[src/source/icache_pkg.sv]
`default_nettype none

package icache_pkg;

  ////////////////////////////////////////
  // geometry
  ////////////////////////////////////////

  // fetch and refill addresses are physical byte addresses
  localparam int ADDR_W = 32;
  localparam int WORD_W = 32;

  // four ways, sixteen sets of sixteen byte lines
  localparam int NUM_WAYS = 4;
  localparam int WAY_W = 2;
  localparam int NUM_SETS = 16;
  localparam int SET_W = 4;
  localparam int WORDS_PER_LINE = 4;
  // word offset inside a line
  localparam int OFF_W = 2;
  localparam int BYTE_OFF_W = 4;
  localparam int TAG_W = ADDR_W - SET_W - BYTE_OFF_W;
  localparam int LINE_W = WORDS_PER_LINE * WORD_W;

  // replacement lfsr width
  localparam int LFSR_W = 8;

  ////////////////////////////////////////
  // vector types
  ////////////////////////////////////////

  typedef logic [ADDR_W-1:0] addr_t;
  // address bits 31..8
  typedef logic [TAG_W-1:0] tag_t;
  // address bits 7..4
  typedef logic [SET_W-1:0] set_idx_t;
  // address bits 3..2
  typedef logic [OFF_W-1:0] word_off_t;
  typedef logic [WORD_W-1:0] word_t;
  // word 0 sits in the low bits
  typedef logic [LINE_W-1:0] line_t;
  typedef logic [NUM_WAYS-1:0] way_oh_t;
  typedef logic [WAY_W-1:0] way_idx_t;

endpackage

`default_nettype wire
[src/source/icache_replace.sv]
`timescale 1ns/1ps
`default_nettype none

module icache_replace
  import icache_pkg::*;
(
  input  logic    clk_i,
  input  logic    rst_ni,
  input  way_oh_t way_valid_i,
  input  logic    lookup_i,
  input  logic    fill_en_i,
  output way_oh_t victim_oh_o
);

  logic [LFSR_W-1:0] lfsr_q;
  logic              lfsr_fb;
  logic              all_valid;
  way_oh_t           inv_oh;
  way_idx_t          rnd_way;
  way_oh_t           victim_d, victim_q;

  assign all_valid = &way_valid_i;

  // lowest numbered invalid way wins
  always_comb begin
    inv_oh = '0;
    for (int i = NUM_WAYS - 1; i >= 0; i--) begin
      if (!way_valid_i[i]) begin
        inv_oh    = '0;
        inv_oh[i] = 1'b1;
      end
    end
  end

  // fibonacci taps 8,6,5,4
  assign lfsr_fb = lfsr_q[7] ^ lfsr_q[5] ^ lfsr_q[4] ^ lfsr_q[3];
  assign rnd_way = lfsr_q[WAY_W-1:0];

  assign victim_d = all_valid ? (way_oh_t'(1) << rnd_way) : inv_oh;

  // step only when a random victim was actually used
  always_ff @(posedge clk_i or negedge rst_ni) begin
    if (!rst_ni) begin
      lfsr_q <= '1;
    end else if (fill_en_i && all_valid) begin
      lfsr_q <= {lfsr_q[LFSR_W-2:0], lfsr_fb};
    end
  end

  // victim frozen after the compare cycle
  always_ff @(posedge clk_i or negedge rst_ni) begin
    if (!rst_ni) begin
      victim_q <= '0;
    end else if (lookup_i) begin
      victim_q <= victim_d;
    end
  end

  assign victim_oh_o = victim_q;

endmodule

`default_nettype wire

[config.mk]
export PLATFORM = sky130hd
export DESIGN_NAME = icache_replace
export DESIGN_NICKNAME = d
export VERILOG_FILES = /design/src/source/icache_pkg.sv /design/src/source/icache_replace.sv
export SDC_FILE = /design/constraint.sdc
export NUM_CORES = 1
export LEC_CHECK = 0
export BUFFER_PORTS_ARGS = -buffer_cell sky130_fd_sc_hd__clkbuf_2
export CAP_MARGIN = 0
export CORE_UTILIZATION = 30
export CTS_BUF_LIST = sky130_fd_sc_hd__clkbuf_8
export CTS_CLUSTER_SIZE = 14
export DETAILED_ROUTE_END_ITERATION = 7
export MAX_ROUTING_LAYER = met4
export SLEW_MARGIN = 20
export SYNTH_ARGS = -nofsm -noshare
export SYNTH_HDL_FRONTEND = slang
export SYNTH_SLANG_ARGS = --single-unit
[constraint.sdc]
create_clock -name clk_i -period 1.8 [get_ports clk_i]
set_input_delay 0.36 -clock clk_i [delete_from_list [all_inputs] [get_ports clk_i]]
set_output_delay 0.36 -clock clk_i [all_outputs]
set_load 0.005 [all_outputs]
# Word level (Yosys, flattened, before mapping)
# Cells that the tools add are included.
classes:
  div: 0
  n_addsub: 0
  n_eq_ne: 0
  magnitude_cmp: 0
  shifts: 1
  multipliers: 0
  mux: 5
  bitwise_logic: 3
  reduce_logical: 2
ops:
  columns: ["op", "count"]
  rows:
  - ["4-bit two-way mux", 5]
  - ["4-bit AND reduction", 1]
  - ["1-bit by 2-bit << shifter with 4-bit output (first input constant)", 1]
  - ["1-bit XOR", 3]
  - ["1-bit logical AND", 1]
word_totals:
  word_cells: 13
  reg_bits: 12
  input_bits: 8
  mem_bits_rw: 0
  mem_count: 0
  out_inout_bits: 4
  latch_bits: 0
  mem_bits_ro: 0

# Logic depth before layout (Yosys ltp)
depth:
  ltp_word: 5
  depth_mapped: 3
  mapped_depth_nobuf: 3

# Worst setup path before layout
# No wires, ideal clock.
synth_timing:
  path_kind: "flip-flop to flip-flop"
  from: "register lfsr_q[3]"
  to: "register lfsr_q[0]"
  t_arrival_ns: 1.009
  setup_ns: 0.082
  path_buffers: 0
  path_stages_with_launch: 4
  required_time_ns: 1.718
  period_less_slack_ns: 1.092
  slack_ns: 0.708
  cell_sequence: "dfstp_2 -> xor2_1 -> xnor2_1 -> mux2_2"
synth_between:
  elab_chain_cells: 1
synth_lines:
  columns: ["item", "line", "source"]
  rows:
  - ["from (decl)", "icache_replace.sv:15", "logic [LFSR_W-1:0] lfsr_q;"]
  - ["from (signal assigned)", "icache_replace.sv:46", "lfsr_q <= {lfsr_q[LFSR_W-2:0], lfsr_fb};"]
  - ["1-bit XOR", "icache_replace.sv:36", "assign lfsr_fb = lfsr_q[7] ^ lfsr_q[5] ^ lfsr_q[4] ^ lfsr_q[3];"]
# No other way between the ends.
# A chain may end at the register's enable or synchronous reset.

# Worst setup path in the final report
layout_timing:
  from: "register lfsr_q[1]"
  to: "register victim_q[1], in the netlist victim_oh_o[1]"
layout_between:
  elab_chain_cells: 2
layout_lines:
  columns: ["item", "line", "source"]
  rows:
  - ["1-bit by 2-bit << shifter with 4-bit output", "icache_replace.sv:39", "assign victim_d = all_valid ? (way_oh_t'(1) << rnd_way) : inv_oh;"]
  - ["4-bit two-way mux", "icache_replace.sv:39", null]
  - ["to (signal assigned)", "icache_replace.sv:55", "victim_q <= victim_d;"]
  - ["to (decl)", "icache_replace.sv:20", "way_oh_t victim_d, victim_q;"]
# No other way between the ends.

==> impl_results.md <==
- Register bit count reported by yosys: 12
- First-pass GRT wire length: ~1500 um
- CP Buf/Inv Count: 0
- DRC errors left: 2
- Slew Viols, Final: 0
- Met3 wire len: 17 um
- Fin crit period: 1.147 ns
- Sw Share: 0.2022
- Initial Utilization: 0.3210
- Combinational power share: 0.067
- Largest net degree at the start of global routing: 13
- Post-DP HPWL: 635.5 um
- CTS Root Cell: clkbuf_8
- Critical path's slowest cell: dfstp_2
- Final nets: 63
- Metal2 WL: 413 um
- Worst-path clk slew: 0.05 ns
- Worst IR drop on VDD: approximately 250 uV
- Yosys cell types: 19
- Net Count, Synth: 47
- Clock Latency Late Sink: 0.24 ns
- WL met1: 417 um
- Post-route setup TNS: 0 ns
- Ratio of cells with drive above 1 in the final layout: 0.6481
- Crit-path leading delay family: flip-flops
- Inserted Clock Buffers: 3
- Diodes inserted: 0
- Int Pwr: 490.8 uW
- Setup crit end kind: register
- Overflow after GRT: 0
- Post-CTS Setup Inserts: 0
- PnR worst setup slack: 0.6526 ns
- Crit Path Max Fanout: 6
- MaxCap Viol Count: 0
- Mean post-synth cell area: ~14 um^2
- WHS: -0.005698 ns
- Data required time of the worst path: about 1.9 ns
- Core area: 0.001727 mm^2
- Number of global-route vias before repair: 327
- Routed vias/inst: 4.443
- Synthesized netlist cell count: 39
- Top routing layer in use: met3
- H-tree Lvls: 1
- GPL Wtd Cong: 0.6610
- RSZ-0062 raised after global routing: false
- IO buf count: 11
- Clk pwr share: 0.475
- WP data arrival: 1.27 ns
- Hold_buf cts: 0
- DIE AREA: 0.002024 mm^2
- Vias: between 300 and 400
- Commonest non-fill, non-tap cell in the layout: clkbuf_2
- Drt total wl: 847 um
- CP Class: reg -> reg
- Cell Area, Synth: 554.3 um^2
- Slew HR: 0.7924
- Antenna Violating Nets Remaining: 0
- Cell Chain, Critical Path: nand4b_1 > a21boi_0 > mux2_2
- Critical Path Source Type: register
- Initial antenna violation count: 0
- Register area share after synthesis: 0.5598
- Fin crit share: 0.6374
- Worst-margin pin slew: 0.3075 ns
- Area grow syn2layout: 25.51%
- Final Hold Viols: 4
- Worst min-delay path class: in -> async
- R2R depth: 3
- DRT Pass-1 Iters: 6
- IO Pins: 12
- Max Clock Skew: roughly 0.0015 ns
- Die Span X: 44.99 um
- Sw power: 124.4 uW
- CTS tree: yes
- PwrDens: 884.3 mW/mm^2
- Die height: 44.99 um
- Post-Place Worst Slack: 0.5649 ns
- # setup viols final: 0
- Worst path depth: 3
- Most frequent cells in the layout: 11 x clkbuf_2, 9 x mux2_2, 8 x dfstp_2, 4 x clkbuf_8, 4 x dfrtp_1
- Sequential share of power: 0.458
- Max incr delay on CP: 0.56 ns
- Clock Sinks: 12
- Max clock buf depth: 2
- Iteration-0 DRC Markers: 7
- Wire length per cell: 10.72 um
- LEAKAGE: 0.0002998 uW
- Post-CTS Resized: 0
- Yosys warnings: 0
- Tot GR Track Use: 0.1100
- Max Freq: 0.8715 GHz
- Rows: 15
- Violated checks: design-rule violations, negative hold slack
- Status: finished with violations
layer usage:
| layer | up-vias | global-route usage |
|---|---|---|
| met2 | 6 | 0.1391 |
| met5 | - | - |
| met4 | 0 | 0.09091 |
| met1 | 170 | 0.1544 |
| li1 | 175 | - |
| met3 | 0 | 0.01200 |
registers in the layout, summed over array words and instances, names as in the netlist:
signal and flops:
lfsr_q 8, victim_oh_o 4
cells by family (layout without fill, tap and decap cells):
| kind of cell | Yosys count | after routing | synth area share |
|---|---|---|---|
| and+or+nand+nor | 7 | 7 | 0.1084 |
| muxes | 9 | 9 | 0.1828 |
| DFF | 12 | 12 | 0.5598 |
| xor gates and xnor gates | 3 | 3 | 0.04741 |
| AOI/OAI and AO/OA | 7 | 7 | 0.09483 |
| buffers and inverters | 1 | 16 | 0.006766 |
synthesized netlist by cell type:
cell | number | share of area
o21ai_0 | 2 | 0.018
o22a_1 | 1 | 0.016
dfstp_2 | 8 | 0.38
a21bo_2 | 1 | 0.018
dfrtp_1 | 4 | 0.18
xor2_1 | 1 | 0.016
o21a_1 | 1 | 0.014
nand4_1 | 1 | 0.011
nand2_1 | 1 | 0.0068
nand4b_1 | 1 | 0.016
xnor2_1 | 2 | 0.032
mux2_2 | 9 | 0.18
nor3b_1 | 1 | 0.014
nand3_4 | 1 | 0.032
and3_4 | 1 | 0.020
a21boi_0 | 1 | 0.014
nand3_1 | 1 | 0.0090
inv_1 | 1 | 0.0068
o311ai_0 | 1 | 0.016
per-stage QoR:
| stage | std cells | instance area, um^2 | power, uW | utilization |
|---|---|---|---|---|
| 2_1_floorplan | 39 | 554.3 | 300.1 | - |
| 3_3_place_gp | 75 | 640.6 | 326.8 | 0.3710 |
| 3_5_place_dp | 75 | 640.6 | 328.2 | 0.3710 |
| 4_1_cts | 79 | 695.7 | 627.3 | 0.4029 |
| 5_1_grt | 79 | 695.7 | 639.8 | 0.4029 |
| 6_report | 79 | 695.7 | 615.2 | 0.4029 |
power groups by stage:
stage,Sequential (uW),Combinational (uW),Clock (uW)
finish,282,41.3,292
global route,283,47.1,310
CTS,282,42.4,303
detailed placement,286,42.3,0
global placement,285,41.7,0
floorplan,286,14.2,0
cell type report:
| cell class | instances | area [um^2] |
|---|---|---|
| fill | 175 | 1031 |
| sequential | 12 | 310.3 |
| multi-input combinational | 26 | 240.2 |
| clock buffer | 4 | 55.05 |
| timing repair buffer | 11 | 55.05 |
| tap | 25 | 31.28 |
| inverter | 1 | 3.754 |
worst paths after layout:
check | from | slack (ns) | to
setup / recovery | lfsr_q[1] | 0.65 | victim_oh_o[1]
hold reg to reg | victim_oh_o[0] | 0.48 | victim_oh_o[0]
max in group asynchronous | rst_ni | 1.53 | lfsr_q[5]
setup reg to reg | lfsr_q[1] | 0.65 | victim_oh_o[1]
min in group clk_i | lookup_i | 0.40 | victim_oh_o[3]
hold / removal | rst_ni | -0.006 | victim_oh_o[0]
(Power assumes the default switching activity.)
