--- config.mk ---
export PLATFORM = sky130hd
export DESIGN_NAME = icache_way
export DESIGN_NICKNAME = d
export VERILOG_FILES = /design/src/source/icache_pkg.sv /design/src/source/icache_way.sv
export SDC_FILE = /design/constraint.sdc
export NUM_CORES = 2
export LEC_CHECK = 0
export BUFFER_PORTS_ARGS = -buffer_cell sky130_fd_sc_hd__buf_4
export CAP_MARGIN = 20
export CORE_MARGIN = 4
export CORE_UTILIZATION = 33
export DETAILED_ROUTE_END_ITERATION = 10
export HOLD_SLACK_MARGIN = 0.03
export PLACE_DENSITY = 0.48
export SLEW_MARGIN = 20
export SYNTH_ARGS = -nofsm -noshare
export SYNTH_HDL_FRONTEND = slang
export SYNTH_SLANG_ARGS = --single-unit
export TNS_END_PERCENT = 20
--- constraint.sdc ---
create_clock -name clk_i -period 1.7 [get_ports clk_i]
set_input_delay 0.17 -clock clk_i [delete_from_list [all_inputs] [get_ports clk_i]]
set_output_delay 0.17 -clock clk_i [all_outputs]
set_load 0.02 [all_outputs]
--- src/source/icache_pkg.sv ---
`default_nettype none

package icache_pkg;

  ////////////////////////////////////////
  // geometry
  ////////////////////////////////////////

  // fetch and refill addresses are physical byte addresses
  localparam int ADDR_W = 32;
  localparam int WORD_W = 32;

  // four ways, sixteen sets of sixteen byte lines
  localparam int NUM_WAYS = 4;
  localparam int WAY_W = 2;
  localparam int NUM_SETS = 16;
  localparam int SET_W = 4;
  localparam int WORDS_PER_LINE = 4;
  // word offset inside a line
  localparam int OFF_W = 2;
  localparam int BYTE_OFF_W = 4;
  localparam int TAG_W = ADDR_W - SET_W - BYTE_OFF_W;
  localparam int LINE_W = WORDS_PER_LINE * WORD_W;

  // replacement lfsr width
  localparam int LFSR_W = 8;

  ////////////////////////////////////////
  // vector types
  ////////////////////////////////////////

  typedef logic [ADDR_W-1:0] addr_t;
  // address bits 31..8
  typedef logic [TAG_W-1:0] tag_t;
  // address bits 7..4
  typedef logic [SET_W-1:0] set_idx_t;
  // address bits 3..2
  typedef logic [OFF_W-1:0] word_off_t;
  typedef logic [WORD_W-1:0] word_t;
  // word 0 sits in the low bits
  typedef logic [LINE_W-1:0] line_t;
  typedef logic [NUM_WAYS-1:0] way_oh_t;
  typedef logic [WAY_W-1:0] way_idx_t;

endpackage

`default_nettype wire
--- src/source/icache_way.sv ---
`timescale 1ns/1ps
`default_nettype none

module icache_way
  import icache_pkg::*;
(
  input  logic      clk_i,
  input  logic      rst_ni,
  input  set_idx_t  rd_set_i,
  input  logic      rd_en_i,
  input  logic      clr_en_i,
  input  logic      fill_en_i,
  input  logic      fill_sel_i,
  input  tag_t      cmp_tag_i,
  input  word_off_t cmp_off_i,
  input  line_t     fill_line_i,
  output logic      valid_o,
  output logic      hit_o,
  output word_t     word_o
);

  ////////////////////////////////////////
  // arrays
  ////////////////////////////////////////

  // one entry per set
  tag_t  tag_mem   [NUM_SETS];
  logic  valid_mem [NUM_SETS];
  line_t line_mem  [NUM_SETS];

  // registered read port
  tag_t  tag_rd_q;
  line_t line_rd_q;
  logic  valid_rd_q;

  logic  fill_we;

  // only the victim way takes the refill line
  assign fill_we = fill_en_i & fill_sel_i;

  // clear and fill share the set index with the read port
  always_ff @(posedge clk_i) begin
    if (clr_en_i) begin
      valid_mem[rd_set_i] <= 1'b0;
    end else if (fill_we) begin
      valid_mem[rd_set_i] <= 1'b1;
    end
    if (fill_we) begin
      tag_mem[rd_set_i]  <= cmp_tag_i;
      line_mem[rd_set_i] <= fill_line_i;
    end
  end

  // one cycle read latency, data held while rd_en_i is low
  always_ff @(posedge clk_i) begin
    if (rd_en_i) begin
      tag_rd_q  <= tag_mem[rd_set_i];
      line_rd_q <= line_mem[rd_set_i];
    end
  end

  // read valid starts cleared so nothing hits before the first lookup
  always_ff @(posedge clk_i or negedge rst_ni) begin
    if (!rst_ni) begin
      valid_rd_q <= 1'b0;
    end else if (rd_en_i) begin
      valid_rd_q <= valid_mem[rd_set_i];
    end
  end

  ////////////////////////////////////////
  // compare and word select
  ////////////////////////////////////////

  assign valid_o = valid_rd_q;
  // tag from the latched request
  assign hit_o   = valid_rd_q & (tag_rd_q == cmp_tag_i);
  assign word_o  = line_rd_q[{cmp_off_i, 5'b0} +: WORD_W];

endmodule

`default_nettype wire

# After elaboration in Yosys (flattened, before gate mapping)
# Memories as Yosys holds them, arrays and structs flattened. A register that Yosys moved wholly into a read port is not among the register bits.
# Index checks and enable logic that the tools add are counted.
# totals
reg_bits	0
ramBits	2448
input_bits	164
out_inout_bits	34
wordCells	16
mem_count	3
# op_classes
n_eq_ne	1
n_shift	1
mux	7
bitwise_logic	3
n_reduce_logical	1
# mem_list
name	words	width	rd	rd_clocked_by_memory_dff	write_ports	line	rtl
line_mem	16	128	1	1	1	icache_way.sv:29	line_t line_mem [NUM_SETS];
tag_mem	16	24	1	1	1	icache_way.sv:27	tag_t tag_mem [NUM_SETS];
valid_mem	16	1	1	1	1	icache_way.sv:28	logic valid_mem [NUM_SETS];
# op_table
cell	n
128-bit by 8-bit variable part select with 32-bit output	1
24-bit == test	1
1-bit 2-to-1 mux	7
1-bit bitwise AND	2
1-bit logical NOT	1
1-bit OR	1

# Depth between registers and ports, before layout
# logic_depth
ltp_word	5
mapped_depth	7
depth_no_buf	4

# Least setup slack after synthesis
# No wires, ideal clock.
# synth_timing
path_type	input -> register
from	input port rd_set_i[3]
to	memory line_mem[12][0] (netlist name) (enable)
setup_time_ps	666
arrival_ps	7633
required_ps	1034
path_slack_ps	-6599
cell_stages	5
n_path_buf	3
cell_sequence	clkbuf_1 > clkbuf_1 > buf_1 > nand2_1 > nor2_1
# synth_rtl
item	line	rtl
from (decl)	icache_way.sv:9	input set_idx_t rd_set_i,
to (decl)	icache_way.sv:29	
# No word-level cell before the write port.

# Worst setup path after layout
# layout_timing
from	register tag_rd_q[13] (read register of tag_mem)
to	output port hit_o
# layout_between
elab_chain_cells	2
# layout_lines
item	line	rtl
from (decl)	icache_way.sv:32	tag_t tag_rd_q;
24-bit == test	icache_way.sv:77	assign hit_o = valid_rd_q & (tag_rd_q == cmp_tag_i);
1-bit bitwise AND	icache_way.sv:77	
to (decl)	icache_way.sv:18	output logic hit_o,
# No other way between the ends.

==> summary.md <==
| Metric | Value |
|---|---|
| Critical path, cell by cell | `xor2_1 > nor4_2 > nand3_1 > nor4_2 > buf_4 > buf_6` |
| Post-synth EDFFs | `2600` |
| Minimum clock period | `2.62 ns` |
| Critical-path top delay cell | `edfxtp_1` |
| Vias in the first global route | `46736` |
| Worst hold path stage count | `2` |
| F_max | `0.381 GHz` |
| XOR/XNOR Fraction of Synth Area | `0.00216` |
| Vias per cell | `5.08` |
| H-tree depth | `5` |
| Die Y-Extent | `551 um` |
| Wire length per cell | `30.5 um` |
| Overall Global Routing Usage | `0.177` |
| Max IR drop VDD | `0.794 mV` |
| Worst skew pair latency | `0.89 ns` |
| Net Count, Synth | `3832` |
| Pleak | `38.6 nW` |
| TritonCTS clock tree | `done` |
| Crit path arrival time | `2.45 ns` |
| CTS Root Cell | `clkbuf_16` |
| Cell Area, Synth | `0.0974 mm2` |
| Setup TNS | `-21.97 ns` |
| Mux share of post-synthesis cell area | `0.184` |
| Crit Reg-Reg Startpoint | `line_mem[7][24]$_DFFE_PP_` |
| Sequential fraction of the synthesis area | `0.802` |
| Area leader, netlist | `edfxtp_1` |
| FF+latch area | `0.0781 mm2` |
| Top post-synthesis cells by area | `edfxtp_1 80%, mux4_2 18%, buf_2 0.32%, clkbuf_1 0.26%, buf_4 0.15%` |
| Global-route wire length before repair | `379000 um` |
| Max Buffers Root-to-Sink | `4` |
| Synth-to-Final Area Change | `24.8%` |
| DRT Wirelength | `270000 um` |
| Post-route ant nets | `0` |
| Synth Area in Adders | `0` |
| Synth Area in Compound Gates | `0.000283` |
| Final Slew Violations | `0` |
| Fin Hold WS | `0.146 ns` |
| CTS Sinks | `2601` |
| Kind of critical path | `register to primary output` |
| Largest delay share family, worst path | `simple AND/OR/NAND/NOR gates` |
| Initial core utilization | `0.332` |
| Reg2Reg Setup Slack | `-0.05 ns` |
| Number of remaining DRC errors | `0` |
| Power per cell area | `1170 mW/mm2` |
| Synth top cells by count | `2600 x edfxtp_1, 796 x mux4_2, 67 x clkbuf_1, 62 x buf_2, 34 x nor2_1` |
| Core area | `0.294 mm2` |
| Library cells used by synthesis | `24` |
| Synthesized area per cell | `26.6 um2` |
| FF-to-FF path depth | `2` |
| Syn Inst Count | `3668` |
| Layout cells sized above 1 | `0.399` |
| Area of the multi-input gates | `0.0187 mm2` |
| Crit start category | `register` |
| Total design power | `142 mW` |
| Iter 0 DRT Violations | `4462` |
| Setup repair bufs after CTS | `0` |
| Crit path top cell by count | `nor4_2` |
| Initial antenna violation count | `66` |
| Via Count | `44915` |
| Clock Skew | `0.0406 ns` |
| I/O pin total | `198` |
| Final worst slack | `-0.922 ns` |
| First-pass iteration count of the detailed router | `5` |
| Peak per-stage delay on the critical path | `0.43 ns` |
| Number of CTS-inserted buffers | `288` |
| Row count | `199` |
| Overflow after GRT | `0` |
| Port Buffers | `197` |
| Largest net degree at the start of global routing | `46` |
| Worst path bufs/invs | `2` |
| CTS clk-pin slew, worst paths | `0.06 ns` |
| Chip width | `551 um` |
| Failing checks | `setup timing` |
| Outcome | `finished, violations left` |
| Final-report hold violation count | `0` |
| Simple-gate share of the synthesized area | `0.00274` |
| Nets | `4834` |
| DP Worst Slack | `-0.772 ns` |
| Top_reg_cell synth | `edfxtp_1` |
| Final setup violation count | `36` |
| FF-to-FF End | `line_rd_q[24]$_DFFE_PP_` |
| CP endpoint kind | `primary output` |
| Max-slew headroom | `0.599` |
| Main combinational cell family by area after synthesis | `multiplexers` |
| Ys async rst share | `0.000384` |
| Critical path peak fanout | `1` |
| GPL Wtd Cong | `0.741` |
| Dpl hpwl | `172000 um` |
| Max_cap viols | `0` |
| Required @ worst endpoint | `1.53 ns` |
| RSZ-0062 raised after global routing | `true` |
| Die ar. | `0.304 mm2` |
| Filler Cell Count | `25415` |
| Yosys reg bits | `2601` |
| Area share of the largest cell type after synthesis | `0.801` |
| Worst slew pin tran | `0.600 ns` |
| Crit share post-route | `1.54` |
| Count leader, synth | `edfxtp_1` |
| Ys Warns | `0` |
| WHS Endpoint | `line_mem[11][71]$_DFFE_PP_` |
| Worst min path class | `primary input to register` |
| Worst hold start | `fill_line_i[71]` |
==> power by group <==
part           total [mW]  internal (mW)  switching, mW
sequential           72.3           71.7          0.573
clock                61.7           36.1           25.6
combinational        7.81           3.79           4.02
total                 142            112           30.2
==> cells in the final DEF (no fill, tap or decap), drive strengths merged, types with 15 or more instances in the layout <==
cell type    instances
xor2                15
edfxtp            2600
mux4               796
nor2                34
diode               25
inv                 15
bufinv              27
clkbuf             363
clkinv             113
buf                733
dlygate4sd3        161
==> cell type report <==
cell class / instances / area share
Sequential cell: 2601 / 0.642
Multi-Input combinational cell: 884 / 0.154
Timing Repair Buffer: 894 / 0.0863
Clock buffer: 363 / 0.0626
Tap cell: 3919 / 0.0403
Clock inverter: 158 / 0.0139
Antenna cell: 25 / 0.000515
Inverter: 1 / 0.0000309
==> metrics by stage <==
step           std cells  utilization  area [um2]
3_5_place_dp        8138        0.376      110000
2_1_floorplan       3668            -       97700
5_1_grt             8829        0.414      122000
4_1_cts             8820        0.413      121000
6_report            8845        0.414      122000
3_3_place_gp        8138        0.376      110000
==> worst reg2reg max path, delay by kind of cell, from the launching register on <==
family  cells  cell delay, ns
mux         2            1.08
flops       1            0.37
==> logic make-up (layout without fill, tap and decap cells) <==
family | after synthesis | count (layout)
compound gates | 4 | 4
xor+xnor | 24 | 24
buf+inv | 183 | 1416
flops | 2601 | 2601
mux | 796 | 796
other cells | 0 | 25
simple gates | 60 | 60
==> timing repair <==
action                                 in CTS  in global routing
gates resized for setup                    48                  3
endpoints found under the hold margin    2705                  0
setup endpoints to repair                  39                 56
pin swaps                                   1                  2
hold buffers                              161                  0
==> metal layers <==
layer | GRT usage | part of all wire | up-vias
met4 | 0.0445 | 0.024 | 20
met2 | 0.282 | 0.48 | 1271
li1 | - | - | 18316
met3 | 0.0317 | 0.055 | 356
met1 | 0.252 | 0.44 | 24952
met5 | 0 | 0.00043 | -
==> worst max-delay path by stage <==
stage	from	to	slack, ns	depth (start not counted)
floorplan	rd_set_i[0]	line_mem[13][0]$_DFFE_PP_	-1.86	6
global placement	rd_set_i[0]	line_rd_q[103]$_DFFE_PP_	-0.77	5
detailed placement	rd_set_i[0]	line_rd_q[103]$_DFFE_PP_	-0.77	5
CTS	tag_rd_q[19]$_DFFE_PP_	hit_o	-1.09	7
global route	tag_rd_q[13]$_DFFE_PP_	hit_o	-1.02	6
finish	tag_rd_q[13]$_DFFE_PP_	hit_o	-0.92	6
==> registers in the layout, indices dropped and copies added (netlist names) <==
signal and cells:
line_mem 2048, tag_mem 384, line_rd_q 128, tag_rd_q 24
valid_mem 16, valid_o 1
Note: power is estimated with default switching activity, not from simulation.
