**src/source/icache_pkg.sv**
```systemverilog
`default_nettype none

package icache_pkg;

  ////////////////////////////////////////
  // geometry
  ////////////////////////////////////////

  // fetch and refill addresses are physical byte addresses
  localparam int ADDR_W = 32;
  localparam int WORD_W = 32;

  // four ways, sixteen sets of sixteen byte lines
  localparam int NUM_WAYS = 4;
  localparam int WAY_W = 2;
  localparam int NUM_SETS = 16;
  localparam int SET_W = 4;
  localparam int WORDS_PER_LINE = 4;
  // word offset inside a line
  localparam int OFF_W = 2;
  localparam int BYTE_OFF_W = 4;
  localparam int TAG_W = ADDR_W - SET_W - BYTE_OFF_W;
  localparam int LINE_W = WORDS_PER_LINE * WORD_W;

  // replacement lfsr width
  localparam int LFSR_W = 8;

  ////////////////////////////////////////
  // vector types
  ////////////////////////////////////////

  typedef logic [ADDR_W-1:0] addr_t;
  // address bits 31..8
  typedef logic [TAG_W-1:0] tag_t;
  // address bits 7..4
  typedef logic [SET_W-1:0] set_idx_t;
  // address bits 3..2
  typedef logic [OFF_W-1:0] word_off_t;
  typedef logic [WORD_W-1:0] word_t;
  // word 0 sits in the low bits
  typedef logic [LINE_W-1:0] line_t;
  typedef logic [NUM_WAYS-1:0] way_oh_t;
  typedef logic [WAY_W-1:0] way_idx_t;

endpackage

`default_nettype wire
```
**src/source/icache_ctrl.sv**
```systemverilog
`timescale 1ns/1ps
`default_nettype none

module icache_ctrl
  import icache_pkg::*;
(
  input  logic      clk_i,
  input  logic      rst_ni,
  input  logic      flush_i,
  input  logic      req_valid_i,
  input  addr_t     req_addr_i,
  input  logic      mem_req_ready_i,
  input  logic      mem_rtrn_valid_i,
  input  logic      hit_i,
  output logic      busy_o,
  output logic      req_ready_o,
  output logic      rsp_valid_o,
  output logic      mem_req_valid_o,
  output addr_t     mem_req_addr_o,
  output set_idx_t  rd_set_o,
  output logic      rd_en_o,
  output logic      clr_en_o,
  output logic      fill_en_o,
  output tag_t      cmp_tag_o,
  output word_off_t cmp_off_o,
  output logic      lookup_o,
  output logic      use_refill_o
);

  // FLUSH clears valid bits, READ is the compare cycle
  typedef enum logic [1:0] {
    FLUSH,
    IDLE,
    READ,
    MISS
  } state_e;

  state_e   state_d, state_q;
  logic     flush_d, flush_q;
  set_idx_t flush_cnt_d, flush_cnt_q;
  logic     flush_done;

  // request fields
  tag_t      req_tag;
  set_idx_t  req_set;
  word_off_t req_off;
  logic      accept;

  // latched request
  tag_t      tag_q;
  set_idx_t  set_q;
  word_off_t off_q;

  ////////////////////////////////////////
  // address split
  ////////////////////////////////////////

  assign req_tag = req_addr_i[ADDR_W-1 -: TAG_W];
  assign req_set = req_addr_i[BYTE_OFF_W +: SET_W];
  // low two bits select the byte and are ignored
  assign req_off = req_addr_i[BYTE_OFF_W-OFF_W +: OFF_W];

  assign accept = req_valid_i & req_ready_o;

  // last set of the sweep
  assign flush_done = (flush_cnt_q == set_idx_t'(NUM_SETS - 1));

  ////////////////////////////////////////
  // state machine
  ////////////////////////////////////////

  always_comb begin
    state_d         = state_q;
    // keep a flush pulse until it is served
    flush_d         = flush_q | flush_i;
    flush_cnt_d     = flush_cnt_q;
    req_ready_o     = 1'b0;
    rsp_valid_o     = 1'b0;
    mem_req_valid_o = 1'b0;
    rd_en_o         = 1'b0;
    clr_en_o        = 1'b0;
    fill_en_o       = 1'b0;
    lookup_o        = 1'b0;
    use_refill_o    = 1'b0;

    unique case (state_q)
      // one set per cycle
      FLUSH: begin
        clr_en_o    = 1'b1;
        flush_cnt_d = flush_cnt_q + 1'b1;
        if (flush_done) begin
          state_d     = IDLE;
          flush_d     = 1'b0;
          flush_cnt_d = '0;
        end
      end
      // wait for a request or act on a pending flush
      IDLE: begin
        if (flush_d) begin
          state_d = FLUSH;
        end else begin
          req_ready_o = 1'b1;
          if (req_valid_i) begin
            rd_en_o = 1'b1;
            state_d = READ;
          end
        end
      end
      // tag compare on the registered read
      READ: begin
        lookup_o = 1'b1;
        if (hit_i) begin
          rsp_valid_o = 1'b1;
          state_d     = IDLE;
          // stream the next request while this one answers
          if (!flush_d) begin
            req_ready_o = 1'b1;
            if (req_valid_i) begin
              rd_en_o = 1'b1;
              state_d = READ;
            end
          end
        end else begin
          // read regs hold, so the request can wait for ready
          mem_req_valid_o = 1'b1;
          if (mem_req_ready_i) begin
            state_d = MISS;
          end
        end
      end
      // refill return is always taken
      MISS: begin
        use_refill_o = 1'b1;
        if (mem_rtrn_valid_i) begin
          rsp_valid_o = 1'b1;
          fill_en_o   = 1'b1;
          state_d     = IDLE;
        end
      end
      default: begin
        state_d = FLUSH;
      end
    endcase
  end

  // flush walks the counter, a new request its own set
  assign rd_set_o = (state_q == FLUSH) ? flush_cnt_q :
                    accept             ? req_set     :
                                         set_q;

  assign busy_o         = (state_q != IDLE);
  assign cmp_tag_o      = tag_q;
  assign cmp_off_o      = off_q;
  // refill is line aligned
  assign mem_req_addr_o = {tag_q, set_q, {BYTE_OFF_W{1'b0}}};

  ////////////////////////////////////////
  // registers
  ////////////////////////////////////////

  always_ff @(posedge clk_i or negedge rst_ni) begin
    if (!rst_ni) begin
      state_q     <= FLUSH;
      flush_q     <= 1'b0;
      flush_cnt_q <= '0;
    end else begin
      state_q     <= state_d;
      flush_q     <= flush_d;
      flush_cnt_q <= flush_cnt_d;
    end
  end

  // request fields captured at the handshake
  always_ff @(posedge clk_i) begin
    if (accept) begin
      tag_q <= req_tag;
      set_q <= req_set;
      off_q <= req_off;
    end
  end

endmodule

`default_nettype wire

```
**config.mk**
```make
export PLATFORM = sky130hd
export DESIGN_NAME = icache_ctrl
export DESIGN_NICKNAME = d
export VERILOG_FILES = /design/src/source/icache_pkg.sv /design/src/source/icache_ctrl.sv
export SDC_FILE = /design/constraint.sdc
export NUM_CORES = 1
export LEC_CHECK = 0
export ABC_AREA = 0
export BUFFER_PORTS_ARGS = -buffer_cell sky130_fd_sc_hd__buf_2
export CAP_MARGIN = 25
export CELL_PAD_IN_SITES_DETAIL_PLACEMENT = 0
export CELL_PAD_IN_SITES_GLOBAL_PLACEMENT = 1
export CORE_ASPECT_RATIO = 0.8
export CORE_UTILIZATION = 30
export DETAILED_ROUTE_END_ITERATION = 10
export PLACE_DENSITY = 0.85
export SLEW_MARGIN = 20
export SYNTH_ARGS = -nofsm -noshare
export SYNTH_HDL_FRONTEND = slang
export SYNTH_SLANG_ARGS = --single-unit
```
**constraint.sdc**
```tcl
create_clock -name clk_i -period 2.25 [get_ports clk_i]
set_input_delay 0.225 -clock clk_i [delete_from_list [all_inputs] [get_ports clk_i]]
set_output_delay 0.225 -clock clk_i [all_outputs]
set_load 0.02 [all_outputs]
```
[Word-level counts from Yosys, hierarchy flattened]
Cells that the tools add are included.
Word-level totals
  flip-flop bits (word level): 37
  input bits: 39
  output and inout bits: 71
  logic and storage cells: 50
Cells by class
  add/sub/neg operators: 1
  eq/ne operators: 9
  muxes and demuxes: 30
  bitwise logic cells: 2
  reduce and logical (&&, ||, !) cells: 2
Operators with widths (number)
  2-to-1 mux 2 bit: 8
  2-to-1 mux 1 bit: 15
  2-to-1 mux 4 bit: 3
  case mux 2 bit (4 select lines): 1
  inequality test 3 bit (second input constant): 2
  case mux 1 bit (2 select lines): 3
  adder 4 x 1 -> 4 bit (second input constant): 1
  == test 2 bit (second input constant): 2
  == test 4 bit (second input constant): 1
  inequality test 2 bit (second input constant): 2
  AND reduction 4 bit: 1
  == test 2 x 1 -> 1 bit (second input constant): 1
  zero test 2 bit: 1
  inequality test 2 x 1 -> 1 bit (second input constant): 1
  bitwise AND 1 bit: 1
  OR 1 bit: 1

[Logic depth before layout (Yosys ltp)]
  depth in word-level cells: 7
  depth in mapped cells: 6

[Worst setup path after synthesis]
Ideal clock, no wire load.
  kind: register -> register
  start point: register state_q[0]
  end point: register off_q[0] (netlist: cmp_off_o[0]), enable pin
  setup time: 381 ps
  arrival: 1762 ps
  path slack: 107 ps
  stages on the path, launching flop included: 6
  path buffers: 0
  clock period less this slack: 2143 ps
  path through: dfrtp_1 -> inv_1 -> ha_1 -> a21o_2 -> nand4_4 -> inv_1
On the way
  longest elaborated chain between the ends: 3
  elaborated cells between the ends (all ways): 4
  those cells by class: 2 x eq/ne; 1 x mux; 1 x bitwise
RTL lines
  start: declaration: RTL line icache_ctrl.sv:38  | state_e state_d, state_q;
  start signal: assignment: RTL line icache_ctrl.sv:167  | state_q <= state_d;
  == test 2 bit or == test 2 x 1 -> 1 bit (tied branches): RTL line icache_ctrl.sv:86  | unique case (state_q)
  case mux 1 bit (2 select lines) (*): RTL line icache_ctrl.sv:86
  bitwise AND 1 bit (*): RTL line icache_ctrl.sv:63  | assign accept = req_valid_i & req_ready_o;
  end signal: assignment: RTL line icache_ctrl.sv:178  | off_q <= req_off;
  end: declaration: RTL line icache_ctrl.sv:52  | word_off_t off_q;
Mark *: on every way between the ends. The rest lies on a longest branch, timed or not.
A chain may end at the register's enable or synchronous reset.

[Final worst setup path]
  start point: register state_q[1]
  end point: output port rd_set_o[3]
On the way
  longest elaborated chain between the ends: 5
  elaborated cells between the ends (all ways): 7
  those cells by class: 2 x eq/ne; 3 x mux; 1 x bitwise; 1 x reduce/logical
RTL lines
  == test 2 bit or == test 2 x 1 -> 1 bit (tied branches): RTL line icache_ctrl.sv:86
  case mux 1 bit (2 select lines): RTL line icache_ctrl.sv:86
  bitwise AND 1 bit: RTL line icache_ctrl.sv:63
  2-to-1 mux 4 bit
  2-to-1 mux 4 bit (*): RTL line icache_ctrl.sv:147  | assign rd_set_o = (state_q == FLUSH) ? flush_cnt_q :
  end: declaration: RTL line icache_ctrl.sv:20  | output set_idx_t rd_set_o,
Marks and branches as above.

==> Flow_metrics.wiki <==
{| class="wikitable"
! Metric !! Value
|-
| Layout area overhead || 36.8%
|-
| Clk Latency, worst-skew pair || 280 ps
|-
| RSZ-0062 raised after global routing || true
|-
| Overflow left after global routing || 0
|-
| EDFF count, synth || 26
|-
| Post-route DRC violation count || 0
|-
| CTS sink cnt || 37
|-
| Chip Width || 85.6 µm
|-
| TritonCTS Buffers || 5
|-
| Initial Util || between 30% and 40%
|-
| Largest net degree at the start of global routing || 27
|-
| Worst path setup slack after routing || around 17 ps
|-
| Number of antenna violations at the first check in global routing || 0
|-
| Top-level port count || 110
|-
| Share of post-route cells with drive strength above 1 || 64.8%
|-
| Total number of nets in the final design || roughly 260
|-
| Die ar. || 5900 µm²
|-
| Die Height || 68.9 µm
|-
| Startpoint of the worst hold path || req_addr_i[16]
|-
| First drt pass iteration count || 4
|-
| Worst setup path startpoint || state_q[1]$_DFFE_PN0P_
|-
| Dominant cell by count in the synthesized netlist || sky130_fd_sc_hd__buf_4
|-
| Number of hold violations in the final report || 0
|-
| Number of cells after detailed placement || 259
|-
| Clock-pin transition on the worst setup and hold timing paths || about 70 ps
|-
| Worst Setup Start Kind || register
|-
| Area contributors post-synth || sky130_fd_sc_hd__edfxtp_1 47%, sky130_fd_sc_hd__buf_4 13%, sky130_fd_sc_hd__dfrtp_1 10%
|-
| Vias in the first global route || 1,053
|-
| Async set or reset register ratio after synthesis || around a fifth
|-
| Critical Path End Type || primary output
|-
| Yosys warns || 0
|-
| Detail-routed via count per cell || between 4 and 5
|-
| Average wire length per cell after detail routing || about 13 µm
|-
| Clock skew || 4.26 ps
|-
| Detailed placer's ending HPWL || 2630 µm
|-
| Crit Reg-Reg Startpoint || state_q[1]$_DFFE_PN0P_
|-
| Fmax achieved || around 450 MHz
|-
| Worst EP arrival || 2010 ps
|-
| Iter 0 DRT Violations || 25
|-
| All-Layer GR Usage || 11.5%
|-
| MaxCap Viol Count || 0
|-
| Hold/Removal Path Class || in -> reg
|-
| Synth Cell Area || 1680 µm²
|-
| Final period utilization || 99.3%
|-
| First-pass GRT wire length || 4950 µm
|-
| CTS tree || done
|-
| Status || finished, final reports clean
|-
| Critical path class || reg -> out
|-
| Post-Syn Instances || 118
|-
| Ant diodes || 0
|-
| Minimum period implied by the final worst setup slack || 2230 ps
|-
| Synthesized flop and latch total || 37
|-
| Placeable core region || 5180 µm²
|-
| Leading post-synthesis cells by instance count || 28 x sky130_fd_sc_hd__buf_4, 26 x sky130_fd_sc_hd__edfxtp_1, 7 x sky130_fd_sc_hd__dfrtp_1
|-
| Synth cell types || 27
|-
| Leak pwr || 0.00110 µW
|-
| Largest area contributor in the synthesized netlist || sky130_fd_sc_hd__edfxtp_1
|-
| Utilization of the core after routing || between 40 and 50%
|-
| Ratio of total power to cell area || between 900 and 1000 nW/µm²
|-
| Gp weighted congestion || 0.753
|-
| Number of non-filler instances in the completed layout || 272
|-
| Most used flip-flop cell after synthesis || sky130_fd_sc_hd__edfxtp_1
|-
| Required time reported for the critical path endpoint || slightly above 2000 ps
|-
| Peak supply drop || ~0.6 mV
|-
| CP max FO || 5
|-
| Average instance area after synthesis || 14.2 µm²
|-
| Maximum number of buffers from clock root to sink || 2
|-
| Total of fill cells in the finished design || roughly 500
|-
| Final wirelength || 3510 µm
|-
| Sequential fraction of the synthesis area || between 60% and 70%
|-
| CTS H-tree lvls || 2
|-
| Number of buffers inserted by port buffering || roughly 100
|-
| CTS root buf || sky130_fd_sc_hd__clkbuf_8
|-
| Worst setup slack before clock tree synthesis || about 180 ps
|-
| Count of final max-slew check failures || 0
|-
| Site row count || 23
|-
| Portion of synthesized cell area occupied by the leading cell type || 46.5%
|-
| Final setup violation count || 0
|-
| Post-route ant nets || 0
|-
| Total number of vias || between 1,000 and 1,500
|}
==> critical path, cell delays in order (launching register included) <==
cell	delay [ps]
sky130_fd_sc_hd__dfrtp_2	440
sky130_fd_sc_hd__inv_4	70
sky130_fd_sc_hd__ha_4	170
sky130_fd_sc_hd__a21o_4	190
sky130_fd_sc_hd__nand4_4	110
sky130_fd_sc_hd__mux2_4	320
sky130_fd_sc_hd__mux2_4	280
sky130_fd_sc_hd__buf_6	130
==> flip-flops by register name, summed over array words and instances (netlist names) <==
name         count
cmp_off_o        2
cmp_tag_o       24
flush_cnt_q      4
flush_q          1
set_q            4
state_q          2
==> logic make-up (layout without fill, tap and decap cells) <==
kind of cell	Yosys count	in the layout	synth area share (%)
compound gates	10	10	3.73
xor+xnor	1	1	0.522
fa+ha+maj	6	6	4.47
buf+inv	35	124	14.1
flops	37	37	61.7
mux	12	12	8.80
other cells	1	4	0.223
simple gates	16	16	6.41
==> cell type report <==
class	instances	area (µm²)	share of cell area, %
Tap cell	62	77.6	3.38
Clock buffer	5	68.8	3.00
Clock inverter	2	11.3	0.491
Sequential cell	37	1040	45.3
Timing Repair Buffer	111	603	26.3
Inverter	6	27.5	1.20
Multi-Input combinational cell	49	468	20.4
==> power by group <==
group	leakage, µW	internal, µW	switching, µW	total (µW)
registers	0.000346	813	91.0	904
clock network	0.0000377	208	218	426
logic	0.000713	413	391	803
==> timing repair <==
action,CTS,global route
endpoints found under the hold margin,7,0
pin swaps,4,0
hold buffers,1,0
endpoints found under the setup margin,4,4
resized for setup,19,3
setup buffers,5,0
==> stage by stage <==
step                      setup TNS [ps]  area, µm²  hold WS, ps  power, µW
final                                  0       2290          114       2130
after detailed placement               0       2080         64.6       1530
after global placement                 0       2080         68.3       1520
after CTS                          -78.0       2290          104       2140
after floorplan                        0       1690        -70.6       1360
after global routing                -133       2290         89.9       2260
==> placed cells by master (no fill, tap or decap), types with 2 or more instances in the layout <==
cell type / netlist / final
sky130_fd_sc_hd__buf_6: 0 / 4
sky130_fd_sc_hd__nor2b_1: 2 / 2
sky130_fd_sc_hd__nand3_1: 3 / 3
sky130_fd_sc_hd__mux2_2: 6 / 4
sky130_fd_sc_hd__nand2_1: 4 / 4
sky130_fd_sc_hd__edfxtp_1: 26 / 26
sky130_fd_sc_hd__ha_1: 6 / 3
sky130_fd_sc_hd__dfxtp_1: 4 / 4
sky130_fd_sc_hd__dfrtp_1: 7 / 5
sky130_fd_sc_hd__dfrtp_2: 0 / 2
sky130_fd_sc_hd__nand4_1: 2 / 2
sky130_fd_sc_hd__clkbuf_8: 0 / 5
sky130_fd_sc_hd__a21oi_1: 2 / 2
sky130_fd_sc_hd__inv_4: 0 / 2
sky130_fd_sc_hd__buf_4: 28 / 7
sky130_fd_sc_hd__ha_4: 0 / 3
sky130_fd_sc_hd__inv_1: 6 / 4
sky130_fd_sc_hd__mux2_4: 4 / 6
sky130_fd_sc_hd__mux2i_1: 2 / 2
sky130_fd_sc_hd__buf_2: 0 / 99
sky130_fd_sc_hd__o21ai_0: 4 / 4
sky130_fd_sc_hd__conb_1: 1 / 4
==> final timing paths <==
check / end / slack (ps) / cells after the start
max in group asynchronous: state_q[0]$_DFFE_PN0P_ / 1780 / 2
min in group asynchronous: flush_cnt_q[1]$_DFFE_PN0N_ / 300 / 2
max: rd_set_o[3] / 20 / 7
min reg2reg: set_q[1]$_DFF_P_ / 500 / 1
max reg2reg: cmp_off_o[1]$_DFFE_PN_ / 420 / 6
min: cmp_tag_o[8]$_DFFE_PN_ / 110 / 1
==> per-layer routing <==
metal / track usage [%] / part of all wire (%)
met5: 0 / 0
met4: 3.13 / 0.40
met3: 4.64 / 7.6
met2: 21.9 / 52
met1: 12.0 / 40
Note: power is estimated with default switching activity, not from simulation.
